**src/logic/sched_params.svh**
```systemverilog
`ifndef SCHED_PARAMS_SVH
`define SCHED_PARAMS_SVH

// scheduler depth
`define SCHED_ENTRIES 4

// renamed register tag and commit id widths
`define RNID_W 5
`define CMT_ID_W 4

// execution latencies in cycles
`define LAT_ALU 1
`define LAT_MUL 3

// countdown width, must hold LAT_MUL - 1
`define LAT_W 2

`endif

```
**src/logic/sched_pkg.sv**
```systemverilog
package sched_pkg;

  // per-entry scheduler state
  typedef enum logic [2:0] {
    INIT,    // free slot
    WAIT,    // waiting on sources or pick
    ISSUED,  // in the exec pipe
    DONE,    // one cycle, broadcasts its tag
    DEAD     // flushed, waits for all-dead commit
  } sched_state_t;

  // micro-op opcodes
  typedef enum logic [2:0] {
    OP_ADD,
    OP_SUB,
    OP_XOR,
    OP_MUL,   // long latency
    OP_TRAP   // raises exception at completion
  } op_t;

endpackage

```
**src/logic/exec_timer.sv**
```systemverilog
`include "sched_params.svh"

module exec_timer (
  input  logic                      i_clk,
  input  logic                      i_reset_n,
  input  logic [`SCHED_ENTRIES-1:0] i_pick_vec,
  input  sched_pkg::op_t            i_pick_op,
  input  logic [`SCHED_ENTRIES-1:0] i_dead,
  output logic [`SCHED_ENTRIES-1:0] o_done_vec
);

  import sched_pkg::*;

  logic [`SCHED_ENTRIES-1:0]             r_busy;
  logic [`SCHED_ENTRIES-1:0][`LAT_W-1:0] r_cnt;
  logic [`SCHED_ENTRIES-1:0]             w_expired;
  logic [`LAT_W-1:0]                     w_load;

  // counter runs from L-1 down to zero, strobe fires on zero
  assign w_load = (i_pick_op == OP_MUL) ? `LAT_W'(`LAT_MUL - 1) :
                                          `LAT_W'(`LAT_ALU - 1);

  always_comb begin
    for (int i = 0; i < `SCHED_ENTRIES; i++) begin
      w_expired[i] = r_busy[i] & (r_cnt[i] == '0) & ~i_dead[i];
    end
  end

  // one strobe per cycle, lowest index first
  assign o_done_vec = w_expired & -w_expired;

  always_ff @(posedge i_clk or negedge i_reset_n) begin
    if (!i_reset_n) begin
      r_busy <= '0;
      r_cnt  <= '0;
    end else begin
      for (int i = 0; i < `SCHED_ENTRIES; i++) begin
        if (i_dead[i]) begin
          // flushed op, no stale strobe for the reused slot
          r_busy[i] <= 1'b0;
          r_cnt[i]  <= '0;
        end else if (i_pick_vec[i]) begin
          r_busy[i] <= 1'b1;
          r_cnt[i]  <= w_load;
        end else if (o_done_vec[i]) begin
          r_busy[i] <= 1'b0;
        end else if (r_busy[i] && r_cnt[i] != '0) begin
          r_cnt[i] <= r_cnt[i] - 1'b1;
        end
        // expired but lost arbitration: hold at zero
      end
    end
  end

endmodule

```
**src/logic/sched_entry.sv**
```systemverilog
`include "sched_params.svh"

module sched_entry (
  input  logic                 i_clk,
  input  logic                 i_reset_n,

  input  logic                 i_put,
  input  sched_pkg::op_t       i_put_op,
  input  logic                 i_put_rs1_valid,
  input  logic [`RNID_W-1:0]   i_put_rs1_rnid,
  input  logic                 i_put_rs2_valid,
  input  logic [`RNID_W-1:0]   i_put_rs2_rnid,
  input  logic [`RNID_W-1:0]   i_put_rd_rnid,
  input  logic [`CMT_ID_W-1:0] i_put_cmt_id,

  input  logic                 i_wb_valid,
  input  logic [`RNID_W-1:0]   i_wb_rnid,
  input  logic                 i_ext_wr_valid,
  input  logic [`RNID_W-1:0]   i_ext_wr_rnid,

  input  logic                 i_picked,
  input  logic                 i_exec_done,

  input  logic                 i_commit_valid,
  input  logic                 i_commit_flush,
  input  logic                 i_commit_all_dead,
  input  logic [`CMT_ID_W-1:0] i_commit_cmt_id,

  output logic                 o_free,
  output logic                 o_ready,
  output logic                 o_issued,
  output logic                 o_done,
  output logic                 o_dead,
  output logic                 o_dead_done,
  output sched_pkg::op_t       o_op,
  output logic [`RNID_W-1:0]   o_rd_rnid,
  output logic [`CMT_ID_W-1:0] o_cmt_id,
  output logic                 o_except
);

  import sched_pkg::*;

  sched_state_t          r_state;
  op_t                   r_op;
  logic                  r_rs1_valid;
  logic [`RNID_W-1:0]    r_rs1_rnid;
  logic                  r_rs1_ready;
  logic                  r_rs2_valid;
  logic [`RNID_W-1:0]    r_rs2_rnid;
  logic                  r_rs2_ready;
  logic [`RNID_W-1:0]    r_rd_rnid;
  logic [`CMT_ID_W-1:0]  r_cmt_id;
  logic                  r_except;

  logic [`RNID_W-1:0]    w_rs1_rnid;
  logic [`RNID_W-1:0]    w_rs2_rnid;
  logic                  w_rs1_hit;
  logic                  w_rs2_hit;
  logic                  w_rs1_ready;
  logic                  w_rs2_ready;
  logic                  w_flush;
  logic                  w_dead_clear;

  // match the incoming tags during the put cycle
  assign w_rs1_rnid = i_put ? i_put_rs1_rnid : r_rs1_rnid;
  assign w_rs2_rnid = i_put ? i_put_rs2_rnid : r_rs2_rnid;

  wakeup_match u_rs1_match (
    .i_rnid         (w_rs1_rnid),
    .i_wb_valid     (i_wb_valid),
    .i_wb_rnid      (i_wb_rnid),
    .i_ext_wr_valid (i_ext_wr_valid),
    .i_ext_wr_rnid  (i_ext_wr_rnid),
    .o_hit          (w_rs1_hit)
  );

  wakeup_match u_rs2_match (
    .i_rnid         (w_rs2_rnid),
    .i_wb_valid     (i_wb_valid),
    .i_wb_rnid      (i_wb_rnid),
    .i_ext_wr_valid (i_ext_wr_valid),
    .i_ext_wr_rnid  (i_ext_wr_rnid),
    .o_hit          (w_rs2_hit)
  );

  assign w_rs1_ready = r_rs1_ready | w_rs1_hit;
  assign w_rs2_ready = r_rs2_ready | w_rs2_hit;

  assign w_flush = i_commit_valid & i_commit_flush & ~i_commit_all_dead &
                   (r_state != INIT);
  assign w_dead_clear = i_commit_valid & i_commit_all_dead &
                        (i_commit_cmt_id == r_cmt_id) & (r_state == DEAD);

  always_ff @(posedge i_clk or negedge i_reset_n) begin
    if (!i_reset_n) begin
      r_state <= INIT;
    end else if (w_flush) begin
      r_state <= DEAD;  // flush beats everything
    end else begin
      case (r_state)
        INIT:    if (i_put) r_state <= WAIT;
        WAIT:    if (o_ready && i_picked) r_state <= ISSUED;
        ISSUED:  if (i_exec_done) r_state <= DONE;
        DONE:    r_state <= INIT;
        DEAD:    if (w_dead_clear) r_state <= INIT;
        default: r_state <= INIT;
      endcase
    end
  end

  // payload
  always_ff @(posedge i_clk) begin
    if (r_state == INIT && i_put) begin
      r_op        <= i_put_op;
      r_rs1_valid <= i_put_rs1_valid;
      r_rs1_rnid  <= i_put_rs1_rnid;
      r_rs1_ready <= w_rs1_hit;  // write-back in the put cycle counts
      r_rs2_valid <= i_put_rs2_valid;
      r_rs2_rnid  <= i_put_rs2_rnid;
      r_rs2_ready <= w_rs2_hit;
      r_rd_rnid   <= i_put_rd_rnid;
      r_cmt_id    <= i_put_cmt_id;
      r_except    <= 1'b0;
    end else if (r_state == WAIT) begin
      r_rs1_ready <= w_rs1_ready;
      r_rs2_ready <= w_rs2_ready;
    end else if (r_state == ISSUED && i_exec_done) begin
      r_except <= (r_op == OP_TRAP);
    end
  end

  assign o_free      = (r_state == INIT);
  assign o_ready     = (r_state == WAIT) &
                       (~r_rs1_valid | w_rs1_ready) &
                       (~r_rs2_valid | w_rs2_ready);
  assign o_issued    = (r_state == ISSUED);
  assign o_done      = (r_state == DONE) & ~w_flush;
  assign o_dead      = (r_state == DEAD);
  assign o_dead_done = w_dead_clear;
  assign o_op        = r_op;
  assign o_rd_rnid   = r_rd_rnid;
  assign o_cmt_id    = r_cmt_id;
  assign o_except    = r_except;

endmodule

```
**src/logic/sched_select.sv**
```systemverilog
`include "sched_params.svh"

module sched_select (
  input  logic                                        i_put,
  input  logic [`SCHED_ENTRIES-1:0]                   i_free,
  input  logic [`SCHED_ENTRIES-1:0]                   i_ready,
  input  logic [`SCHED_ENTRIES-1:0]                   i_done,
  input  logic [`SCHED_ENTRIES-1:0]                   i_dead_done,
  input  sched_pkg::op_t [`SCHED_ENTRIES-1:0]         i_op,
  input  logic [`SCHED_ENTRIES-1:0][`RNID_W-1:0]      i_rd_rnid,
  input  logic [`SCHED_ENTRIES-1:0][`CMT_ID_W-1:0]    i_cmt_id,
  input  logic [`SCHED_ENTRIES-1:0]                   i_except,

  output logic [`SCHED_ENTRIES-1:0]                   o_put_vec,
  output logic [`SCHED_ENTRIES-1:0]                   o_pick_vec,
  output logic                                        o_full,
  output logic                                        o_issue_valid,
  output sched_pkg::op_t                              o_issue_op,
  output logic [`RNID_W-1:0]                          o_issue_rd_rnid,
  output logic                                        o_wb_valid,
  output logic [`RNID_W-1:0]                          o_wb_rnid,
  output logic                                        o_done_valid,
  output logic [`CMT_ID_W-1:0]                        o_done_cmt_id,
  output logic                                        o_done_except,
  output logic                                        o_dead_done,
  output logic [`CMT_ID_W-1:0]                        o_dead_cmt_id
);

  import sched_pkg::*;

  assign o_full = ~|i_free;

  // lowest set bit wins
  assign o_put_vec  = (i_put & ~o_full) ? (i_free & -i_free) : '0;
  assign o_pick_vec = i_ready & -i_ready;

  assign o_issue_valid = |i_ready;
  assign o_wb_valid    = |i_done;    // timer keeps this one-hot
  assign o_done_valid  = o_wb_valid;
  assign o_dead_done   = |i_dead_done;

  always_comb begin
    o_issue_op      = OP_ADD;
    o_issue_rd_rnid = '0;
    o_wb_rnid       = '0;
    o_done_cmt_id   = '0;
    o_done_except   = 1'b0;
    o_dead_cmt_id   = '0;
    for (int i = 0; i < `SCHED_ENTRIES; i++) begin
      if (o_pick_vec[i]) begin
        o_issue_op      = i_op[i];
        o_issue_rd_rnid = i_rd_rnid[i];
      end
      if (i_done[i]) begin
        o_wb_rnid     = i_rd_rnid[i];
        o_done_cmt_id = i_cmt_id[i];
        o_done_except = i_except[i];
      end
      if (i_dead_done[i]) o_dead_cmt_id = i_cmt_id[i];
    end
  end

endmodule

```
**src/logic/sched_top.sv**
```systemverilog
`include "sched_params.svh"

module sched_top (
  input  logic                 i_clk,
  input  logic                 i_reset_n,

  input  logic                 i_put,
  input  sched_pkg::op_t       i_put_op,
  input  logic                 i_put_rs1_valid,
  input  logic [`RNID_W-1:0]   i_put_rs1_rnid,
  input  logic                 i_put_rs2_valid,
  input  logic [`RNID_W-1:0]   i_put_rs2_rnid,
  input  logic [`RNID_W-1:0]   i_put_rd_rnid,
  input  logic [`CMT_ID_W-1:0] i_put_cmt_id,

  input  logic                 i_ext_wr_valid,
  input  logic [`RNID_W-1:0]   i_ext_wr_rnid,

  input  logic                 i_commit_valid,
  input  logic                 i_commit_flush,
  input  logic                 i_commit_all_dead,
  input  logic [`CMT_ID_W-1:0] i_commit_cmt_id,

  output logic                 o_issue_valid,
  output sched_pkg::op_t       o_issue_op,
  output logic [`RNID_W-1:0]   o_issue_rd_rnid,
  output logic                 o_done_valid,
  output logic [`CMT_ID_W-1:0] o_done_cmt_id,
  output logic                 o_done_except,
  output logic                 o_dead_done,
  output logic [`CMT_ID_W-1:0] o_dead_cmt_id,
  output logic                 o_full
);

  import sched_pkg::*;

  logic [`SCHED_ENTRIES-1:0]                w_put_vec;
  logic [`SCHED_ENTRIES-1:0]                w_pick_vec;
  logic [`SCHED_ENTRIES-1:0]                w_exec_done_vec;
  logic [`SCHED_ENTRIES-1:0]                w_free;
  logic [`SCHED_ENTRIES-1:0]                w_ready;
  logic [`SCHED_ENTRIES-1:0]                w_issued;  // observed by the checker
  logic [`SCHED_ENTRIES-1:0]                w_done;
  logic [`SCHED_ENTRIES-1:0]                w_dead;
  logic [`SCHED_ENTRIES-1:0]                w_dead_done;
  op_t  [`SCHED_ENTRIES-1:0]                w_op;
  logic [`SCHED_ENTRIES-1:0][`RNID_W-1:0]   w_rd_rnid;
  logic [`SCHED_ENTRIES-1:0][`CMT_ID_W-1:0] w_cmt_id;
  logic [`SCHED_ENTRIES-1:0]                w_except;
  logic                                     w_wb_valid;
  logic [`RNID_W-1:0]                       w_wb_rnid;

  for (genvar g = 0; g < `SCHED_ENTRIES; g++) begin : g_entry
    sched_entry u_entry (
      .i_clk             (i_clk),
      .i_reset_n         (i_reset_n),
      .i_put             (w_put_vec[g]),
      .i_put_op          (i_put_op),
      .i_put_rs1_valid   (i_put_rs1_valid),
      .i_put_rs1_rnid    (i_put_rs1_rnid),
      .i_put_rs2_valid   (i_put_rs2_valid),
      .i_put_rs2_rnid    (i_put_rs2_rnid),
      .i_put_rd_rnid     (i_put_rd_rnid),
      .i_put_cmt_id      (i_put_cmt_id),
      .i_wb_valid        (w_wb_valid),
      .i_wb_rnid         (w_wb_rnid),
      .i_ext_wr_valid    (i_ext_wr_valid),
      .i_ext_wr_rnid     (i_ext_wr_rnid),
      .i_picked          (w_pick_vec[g]),
      .i_exec_done       (w_exec_done_vec[g]),
      .i_commit_valid    (i_commit_valid),
      .i_commit_flush    (i_commit_flush),
      .i_commit_all_dead (i_commit_all_dead),
      .i_commit_cmt_id   (i_commit_cmt_id),
      .o_free            (w_free[g]),
      .o_ready           (w_ready[g]),
      .o_issued          (w_issued[g]),
      .o_done            (w_done[g]),
      .o_dead            (w_dead[g]),
      .o_dead_done       (w_dead_done[g]),
      .o_op              (w_op[g]),
      .o_rd_rnid         (w_rd_rnid[g]),
      .o_cmt_id          (w_cmt_id[g]),
      .o_except          (w_except[g])
    );
  end

  sched_select u_select (
    .i_put           (i_put),
    .i_free          (w_free),
    .i_ready         (w_ready),
    .i_done          (w_done),
    .i_dead_done     (w_dead_done),
    .i_op            (w_op),
    .i_rd_rnid       (w_rd_rnid),
    .i_cmt_id        (w_cmt_id),
    .i_except        (w_except),
    .o_put_vec       (w_put_vec),
    .o_pick_vec      (w_pick_vec),
    .o_full          (o_full),
    .o_issue_valid   (o_issue_valid),
    .o_issue_op      (o_issue_op),
    .o_issue_rd_rnid (o_issue_rd_rnid),
    .o_wb_valid      (w_wb_valid),
    .o_wb_rnid       (w_wb_rnid),
    .o_done_valid    (o_done_valid),
    .o_done_cmt_id   (o_done_cmt_id),
    .o_done_except   (o_done_except),
    .o_dead_done     (o_dead_done),
    .o_dead_cmt_id   (o_dead_cmt_id)
  );

  // latency model, fed by the picked op
  exec_timer u_timer (
    .i_clk      (i_clk),
    .i_reset_n  (i_reset_n),
    .i_pick_vec (w_pick_vec),
    .i_pick_op  (o_issue_op),
    .i_dead     (w_dead),
    .o_done_vec (w_exec_done_vec)
  );

endmodule

```
**src/logic/wakeup_match.sv**
```systemverilog
`include "sched_params.svh"

module wakeup_match (
  input  logic [`RNID_W-1:0] i_rnid,
  input  logic               i_wb_valid,
  input  logic [`RNID_W-1:0] i_wb_rnid,
  input  logic               i_ext_wr_valid,
  input  logic [`RNID_W-1:0] i_ext_wr_rnid,
  output logic               o_hit
);

  logic w_wb_hit;
  logic w_ext_hit;

  // internal completion broadcast
  assign w_wb_hit = i_wb_valid & (i_wb_rnid == i_rnid);

  // external write-back, e.g. load return
  assign w_ext_hit = i_ext_wr_valid & (i_ext_wr_rnid == i_rnid);

  assign o_hit = w_wb_hit | w_ext_hit;

endmodule

```
**config.mk**
```make
export PLATFORM = sky130hd
export DESIGN_NAME = sched_top
export DESIGN_NICKNAME = d
export VERILOG_FILES = /design/src/logic/sched_pkg.sv /design/src/logic/exec_timer.sv /design/src/logic/sched_entry.sv /design/src/logic/sched_select.sv /design/src/logic/sched_top.sv /design/src/logic/wakeup_match.sv
export VERILOG_INCLUDE_DIRS = /design/src /design/src/logic
export SDC_FILE = /design/constraint.sdc
export NUM_CORES = 1
export LEC_CHECK = 0
export BUFFER_PORTS_ARGS = -buffer_cell sky130_fd_sc_hd__buf_2
export CORE_MARGIN = 1.5
export CORE_UTILIZATION = 45
export DETAILED_ROUTE_END_ITERATION = 7
export HOLD_SLACK_MARGIN = 0.05
export PLACE_DENSITY_LB_ADDON = 0.12
export SYNTH_ARGS = -nofsm -noshare
export SYNTH_HDL_FRONTEND = slang
export SYNTH_HIERARCHICAL = 1
export SYNTH_SLANG_ARGS = --single-unit
```
**constraint.sdc**
```tcl
create_clock -name i_clk -period 4.59 [get_ports i_clk]
set_input_delay 0.459 -clock i_clk [delete_from_list [all_inputs] [get_ports i_clk]]
set_output_delay 0.459 -clock i_clk [all_outputs]
set_load 0.05 [all_outputs]
```
# After elaboration in Yosys (flattened, before gate mapping)
# Index checks and enable logic that the tools add are counted.
[totals]
ff_bits = 132
output_inout_bits = 21
in_bits = 40
[op_classes]
n_eq_ne = 61
reduce_logical = 61
n_bitwise = 100
add_sub_neg = 7
n_mux = 102
[ops]
columns = ["cell", "count"]
rows = [
  ["5-bit equality test", 16],
  ["5-bit two-way mux", 16],
  ["3-bit two-way mux", 24],
  ["1-bit AND", 52],
  ["3-bit case mux with 4 select lines", 4],
  ["4-bit two-way mux", 9],
  ["3-bit nonzero test", 12],
  ["2-bit two-way mux", 17],
  ["1-bit two-way mux", 32],
  ["3-bit by 2-bit equality test with 1-bit output (second input constant)", 9],
  ["3-bit equality test (second input constant)", 8],
  ["3-bit by 2-bit inequality test with 1-bit output (second input constant)", 8],
  ["3-bit inequality test (second input constant)", 8],
  ["1-bit OR", 24],
  ["1-bit inverter", 21],
  ["4-bit equality test", 4],
  ["1-bit logical AND", 16],
  ["2-bit AND reduction", 8],
  ["4-bit AND reduction", 4],
  ["2-bit nonzero test", 8],
  ["4-bit OR reduction", 4],
  ["4-bit AND", 3],
  ["3-bit by 1-bit equality test with 1-bit output (second input constant)", 4],
  ["3-bit zero test", 4],
  ["other kinds (5)", 16],
]

# Longest topological paths before layout
[depth]
word_depth = 26
ltp_mapped = 20
ltp_nobuf = 18

# Modules after synthesis
# The synthesis kept the hierarchy.
[by_module_without_submodules]
columns = ["mod", "instances", "cells_each", "area_each_um2"]
rows = [
  ["sched_entry at g_entry[1].u_entry ...", 3, 78, 1246.2],
  ["sched_entry at g_entry[0].u_entry", 1, 82, 1290.0],
  ["wakeup_match", 8, 15, 113.9],
  ["sched_select", 1, 128, 775.7],
  ["exec_timer", 1, 75, 693.2],
]

# Least setup slack after synthesis
# OpenSTA, ideal clock, no wires.
[synth_path]
path_type = "input-to-reg"
from = "in i_commit_all_dead"
to = "reg u_timer/r_cnt[5] (netlist bit)"
stages = 19
t_arrival_ns = 5.520
setup_slack_ns = -1.029
required_ns = 4.491
setup_time_ns = 0.099
path_buffers = 1
cell_sequence = "nand3b_1 nor4b_1 nor2b_1 a221oi_1 o31ai_1 xnor2_1 nand4_1 o22ai_1 nor2_1 a22oi_1 and3_1 or3b_1 buf_6 clkinv_8 a221oi_1 o21ai_1 and3b_1 nor2_1 a311oi_1"
[synth_via]
word_cells_on_any_way = 80
[synth_rtl]
columns = ["item", "line_no", "source"]
rows = [
  ["start: declaration", "sched_top.sv:21", "input logic i_commit_all_dead,"],
  ["1-bit inverter *", "sched_entry.sv:89", "assign w_flush = i_commit_valid & i_commit_flush & ~i_commit_all_dead &"],
  ["1-bit AND * (2 in series)", "sched_entry.sv:89", ""],
  ["1-bit inverter *", "sched_entry.sv:137", "assign o_done = (r_state == DONE) & ~w_flush;"],
  ["1-bit AND *", "sched_entry.sv:137", ""],
  ["via w_done[0]", "sched_top.sv:43", "logic [`SCHED_ENTRIES-1:0] w_done;"],
  ["5-bit two-way mux * (4 in series)", "sched_select.sv:54", "if (i_done[i]) begin"],
  ["via w_wb_rnid[4]", "sched_top.sv:51", "logic [`RNID_W-1:0] w_wb_rnid;"],
  ["5-bit equality test *", "wakeup_match.sv:16", "assign w_wb_hit = i_wb_valid & (i_wb_rnid == i_rnid);"],
  ["[... 2 more ...]", "-", ""],
  ["via g_entry[2].u_entry.w_rs2_hit", "sched_entry.sv:58", "logic w_rs2_hit;"],
  ["[... 3 more ...]", "-", ""],
  ["via w_ready[2]", "sched_top.sv:41", "logic [`SCHED_ENTRIES-1:0] w_ready;"],
  ["[... 1 more ...]", "-", ""],
  ["4-bit AND *", "sched_select.sv:35", "assign o_pick_vec = i_ready & -i_ready;"],
  ["via w_pick_vec[2]", "sched_top.sv:38", "logic [`SCHED_ENTRIES-1:0] w_pick_vec;"],
  ["3-bit two-way mux * (2 in series)", "sched_select.sv:50", "if (o_pick_vec[i]) begin"],
  ["via o_issue_op[1]", "sched_top.sv:25", "output sched_pkg::op_t o_issue_op,"],
  ["3-bit by 2-bit equality test with 1-bit output *", "exec_timer.sv:20", "assign w_load = (i_pick_op == OP_MUL) ? `LAT_W'(`LAT_MUL - 1) :"],
  ["2-bit two-way mux *", "exec_timer.sv:20", ""],
  ["2-bit two-way mux *", "exec_timer.sv:42", "end else if (i_pick_vec[i]) begin"],
  ["2-bit two-way mux *", "exec_timer.sv:38", "if (i_dead[i]) begin"],
  ["end signal: indexed assignment", "exec_timer.sv:44", "r_cnt[i] <= w_load;"],
  ["end signal: indexed assignment", "exec_timer.sv:48", "r_cnt[i] <= r_cnt[i] - 1'b1;"],
  ["end: declaration", "exec_timer.sv:15", "logic [`SCHED_ENTRIES-1:0][`LAT_W-1:0] r_cnt;"],
]
# Mark *: on every way through the listed nets, which the timed path passes. The rest lies on a longest branch.
# A chain may end at the register's enable or synchronous reset.

# Worst setup path after layout
[layout_path]
from = "reg g_entry[0].u_entry.r_state[2]"
to = "out o_issue_op[2]"
[layout_via]
word_cells_on_any_way = 95
[layout_rtl]
columns = ["item", "line_no", "source"]
rows = [
  ["start: declaration", "sched_entry.sv:43", "sched_state_t r_state;"],
  ["start signal: assignment", "sched_entry.sv:96", "r_state <= INIT;"],
  ["start signal: assignment", "sched_entry.sv:98", "r_state <= DEAD;"],
  ["start signal: assignment", "sched_entry.sv:101", "INIT: if (i_put) r_state <= WAIT;"],
  ["3-bit zero test *", "sched_entry.sv:132", "assign o_free = (r_state == INIT);"],
  ["via w_free[0]", "sched_top.sv:40", "logic [`SCHED_ENTRIES-1:0] w_free;"],
  ["4-bit negator / 4-bit OR reduction (equally long branches)", "sched_select.sv:34, sched_select.sv:31", ""],
  ["4-bit AND / 1-bit AND (equally long branches)", "sched_select.sv:34", "assign o_put_vec = (i_put & ~o_full) ? (i_free & -i_free) : '0;"],
  ["4-bit two-way mux *", "sched_select.sv:34", ""],
  ["via w_put_vec[2]", "sched_top.sv:37", "logic [`SCHED_ENTRIES-1:0] w_put_vec;"],
  ["5-bit two-way mux *", "sched_entry.sv:66", "assign w_rs2_rnid = i_put ? i_put_rs2_rnid : r_rs2_rnid;"],
  ["via g_entry[2].u_entry.w_rs2_rnid[2]", "sched_entry.sv:56", "logic [`RNID_W-1:0] w_rs2_rnid;"],
  ["[... 3 more ...]", "-", ""],
  ["via g_entry[2].u_entry.w_rs2_hit", "sched_entry.sv:58", ""],
  ["1-bit OR *", "sched_entry.sv:87", "assign w_rs2_ready = r_rs2_ready | w_rs2_hit;"],
  ["1-bit OR *", "sched_entry.sv:135", "(~r_rs2_valid | w_rs2_ready);"],
  ["1-bit AND *", "sched_entry.sv:134", "(~r_rs1_valid | w_rs1_ready) &"],
  ["via w_ready[2]", "sched_top.sv:41", ""],
  ["4-bit negator", "sched_select.sv:35", ""],
  ["4-bit AND *", "sched_select.sv:35", ""],
  ["3-bit two-way mux", "sched_select.sv:50", ""],
  ["3-bit two-way mux *", "sched_select.sv:50", ""],
  ["end: declaration", "sched_top.sv:25", ""],
]
# Marked as above.

==> flow_metrics.env <==
export IMPL_rsz0062_at_grt="yes"
export IMPL_avgSynthCellArea_um2=11.6
export IMPL_start_kind="register"
export IMPL_dp_slack_ps=-159
export IMPL_synth_cells=638
export IMPL_vias=5696
export IMPL_tns_ps=0
export IMPL_num_fill_cells=1317
export IMPL_cts_tree="yes"
export IMPL_skew_ps=8.44
export IMPL_clock_path_buffers=2
export IMPL_final_net_count=817
export IMPL_cap_violations=0
export IMPL_drive_gt1_share_pct=38.5
export IMPL_fp_dieArea_um2=17200
export IMPL_core_area_um2=16000
export IMPL_numCtsBuffers=17
export IMPL_start_util_pct=46.3
export IMPL_required_ps=4130
export IMPL_rows=46
export IMPL_final_hold_viol_count=0
export IMPL_grt_max_degree=25
export IMPL_gr_total_overflow=0
export IMPL_cp_arrival_ps=4130
export IMPL_drtPass1Iterations=5
export IMPL_ios=61
export IMPL_yosys_warnings=6
export IMPL_min_period_ps=4590
export IMPL_clkTransAtPathRegs_ps=60
export IMPL_max_freq_mhz=218
export IMPL_grt_pass1_wl_um=30800
export IMPL_setup_ws_ps=0.675
export IMPL_via_per_inst=5.68
export IMPL_syn_cell_area_um2=7400
export IMPL_cts_root_buf="clkbuf_16"
export IMPL_antenna_cells=0
export IMPL_leakage_nw=3.59
export IMPL_antenna_found_initial=0
export IMPL_ir_drop_mv=0.328
export IMPL_first_global_vias=5676
export IMPL_worstSetupEndpointType="output pin"
export IMPL_crit_type="reg2out"
export IMPL_die_x_um=131
export IMPL_drc=0
export IMPL_p_per_area_nw_per_um2=632
export IMPL_slew_violations=0
export IMPL_grt_util_all_layers_pct=23.3
export IMPL_tightest_slew_ps=1140
export IMPL_status="finished, final reports clean"
export IMPL_synth_nets=682
export IMPL_place_hpwl_um=14200
export IMPL_die_h_um=131
export IMPL_drt_iter0_drc=419
export IMPL_clkLatencyLatePin_ps=420
export IMPL_area_delta_synth_final_pct=29.7
export IMPL_portBuffers=60
export IMPL_wirelength_um=20200
export IMPL_gp_congestion=0.879
export IMPL_cts_max_level=4
export IMPL_crit_path_max_fanout=8
export IMPL_finalCritPeriodShare_pct=100
export IMPL_routedWlPerCell_um=20.2
export IMPL_hp_class="in2reg"
export IMPL_ant_nets=0
export IMPL_clock_sinks=132
export IMPL_slew_headroom_pct=24.2
export IMPL_setup_viol=0
[placed cells by master (no fill, tap or decap), drive strengths merged, types with 5 or more instances in the layout]
cell / n
a22o: 12
dfrtp: 24
nor2: 39
buf: 136
xor2: 12
o22ai: 8
o21ai: 19
xnor2: 88
inv: 27
a21oi: 26
a221oi: 10
clkinv: 7
mux2: 40
and3: 5
nor3: 13
clkbuf: 18
nand4: 19
a21o: 8
nand3b: 10
nor4b: 5
nor2b: 8
edfxtp: 104
nand2: 55
bufinv: 5
nor3b: 10
[stage by stage]
step	instance area (µm²)	utilization, %	power (mW)	hold slack, ps	instances
global route	9600	60.0	6.35	245	1002
floorplan	7450	-	3.48	163	638
detailed placement	8280	51.8	4.16	487	939
global placement	8280	51.8	4.11	486	939
finish	9600	60.0	6.07	251	1002
CTS	9150	57.2	5.80	231	977
[area by class of cell]
type                    instances  area (µm²)  share of cell area (%)
well taps                     216         270                    2.81
repair buffers                137        1010                    10.5
clock buffers                  18         429                    4.47
flip-flops and latches        132        3810                    39.7
inverters                      28         125                    1.30
clock inverters                14         210                    2.19
multi-input cells             457        3750                    39.0
[repair_timing]
item                       in CTS  in global routing
resized for setup              45                 64
hold endpoints to repair       24                  0
pin swaps                       5                 27
buffers inserted                5                 25
cloned                          0                  1
hold buffers                    1                  0
setup endpoints to repair       9                  9
[worst max-delay path, cell delays in order, from the launching register on]
cell     delay [ps]
dfrtp_2         450
or3_4           440
inv_8           100
nor3_2           50
buf_6           150
mux2_4          330
xnor2_1         220
nand4_1         170
o22ai_2         270
nor2_1           90
a22oi_2         200
and3_4          220
or3b_4          420
buf_4           190
nor2_1          150
o21ai_2          90
buf_6           160
[registers in the layout, indices dropped and copies added, names as in the netlist, 8 cells and up]
register / count
g_entry.u_entry/o_cmt_id: 16
g_entry.u_entry/o_op: 12
u_timer/r_cnt: 8
g_entry.u_entry/r_rs1_rnid: 20
g_entry.u_entry/r_state: 12
g_entry.u_entry/r_rs2_rnid: 20
g_entry.u_entry/o_rd_rnid: 20
[metal layers]
metal / GRT usage, % / share of wire (%) / routed length [µm]
met5: 0 / 0 / 0
met2: 39.0 / 49 / 9910
met1: 29.8 / 44 / 8900
met4: 8.27 / 2.3 / 464
met3: 5.09 / 4.8 / 970
[report_power, final]
group	internal, mW	leakage (nW)	switching (mW)
Combinational	1.22	1.99	1.54
Sequential	1.64	1.29	0.190
Clock	0.960	0.306	0.512
[final timing paths]
check,cells after the start,slack [ps],end,start
setup / recovery,16,0.7,o_issue_op[2],g_entry[0].u_entry/r_state[2]$_DFFE_PN0P_
hold / removal,1,250,g_entry[3].u_entry/o_rd_rnid[0]$_DFFE_PP_,i_put_rd_rnid[0]
setup reg to reg,19,330,u_timer/r_cnt[1]$_DFFE_PN0P_,g_entry[0].u_entry/r_state[2]$_DFFE_PN0P_
hold reg to reg,2,550,g_entry[0].u_entry/o_except$_SDFFE_PP0P_,g_entry[0].u_entry/o_except$_SDFFE_PP0P_
max in group asynchronous,2,3610,g_entry[1].u_entry/r_state[1]$_DFFE_PN0P_,i_reset_n
min in group asynchronous,2,560,u_timer/r_cnt[2]$_DFFE_PN0P_,i_reset_n
(Power assumes the default switching activity.)
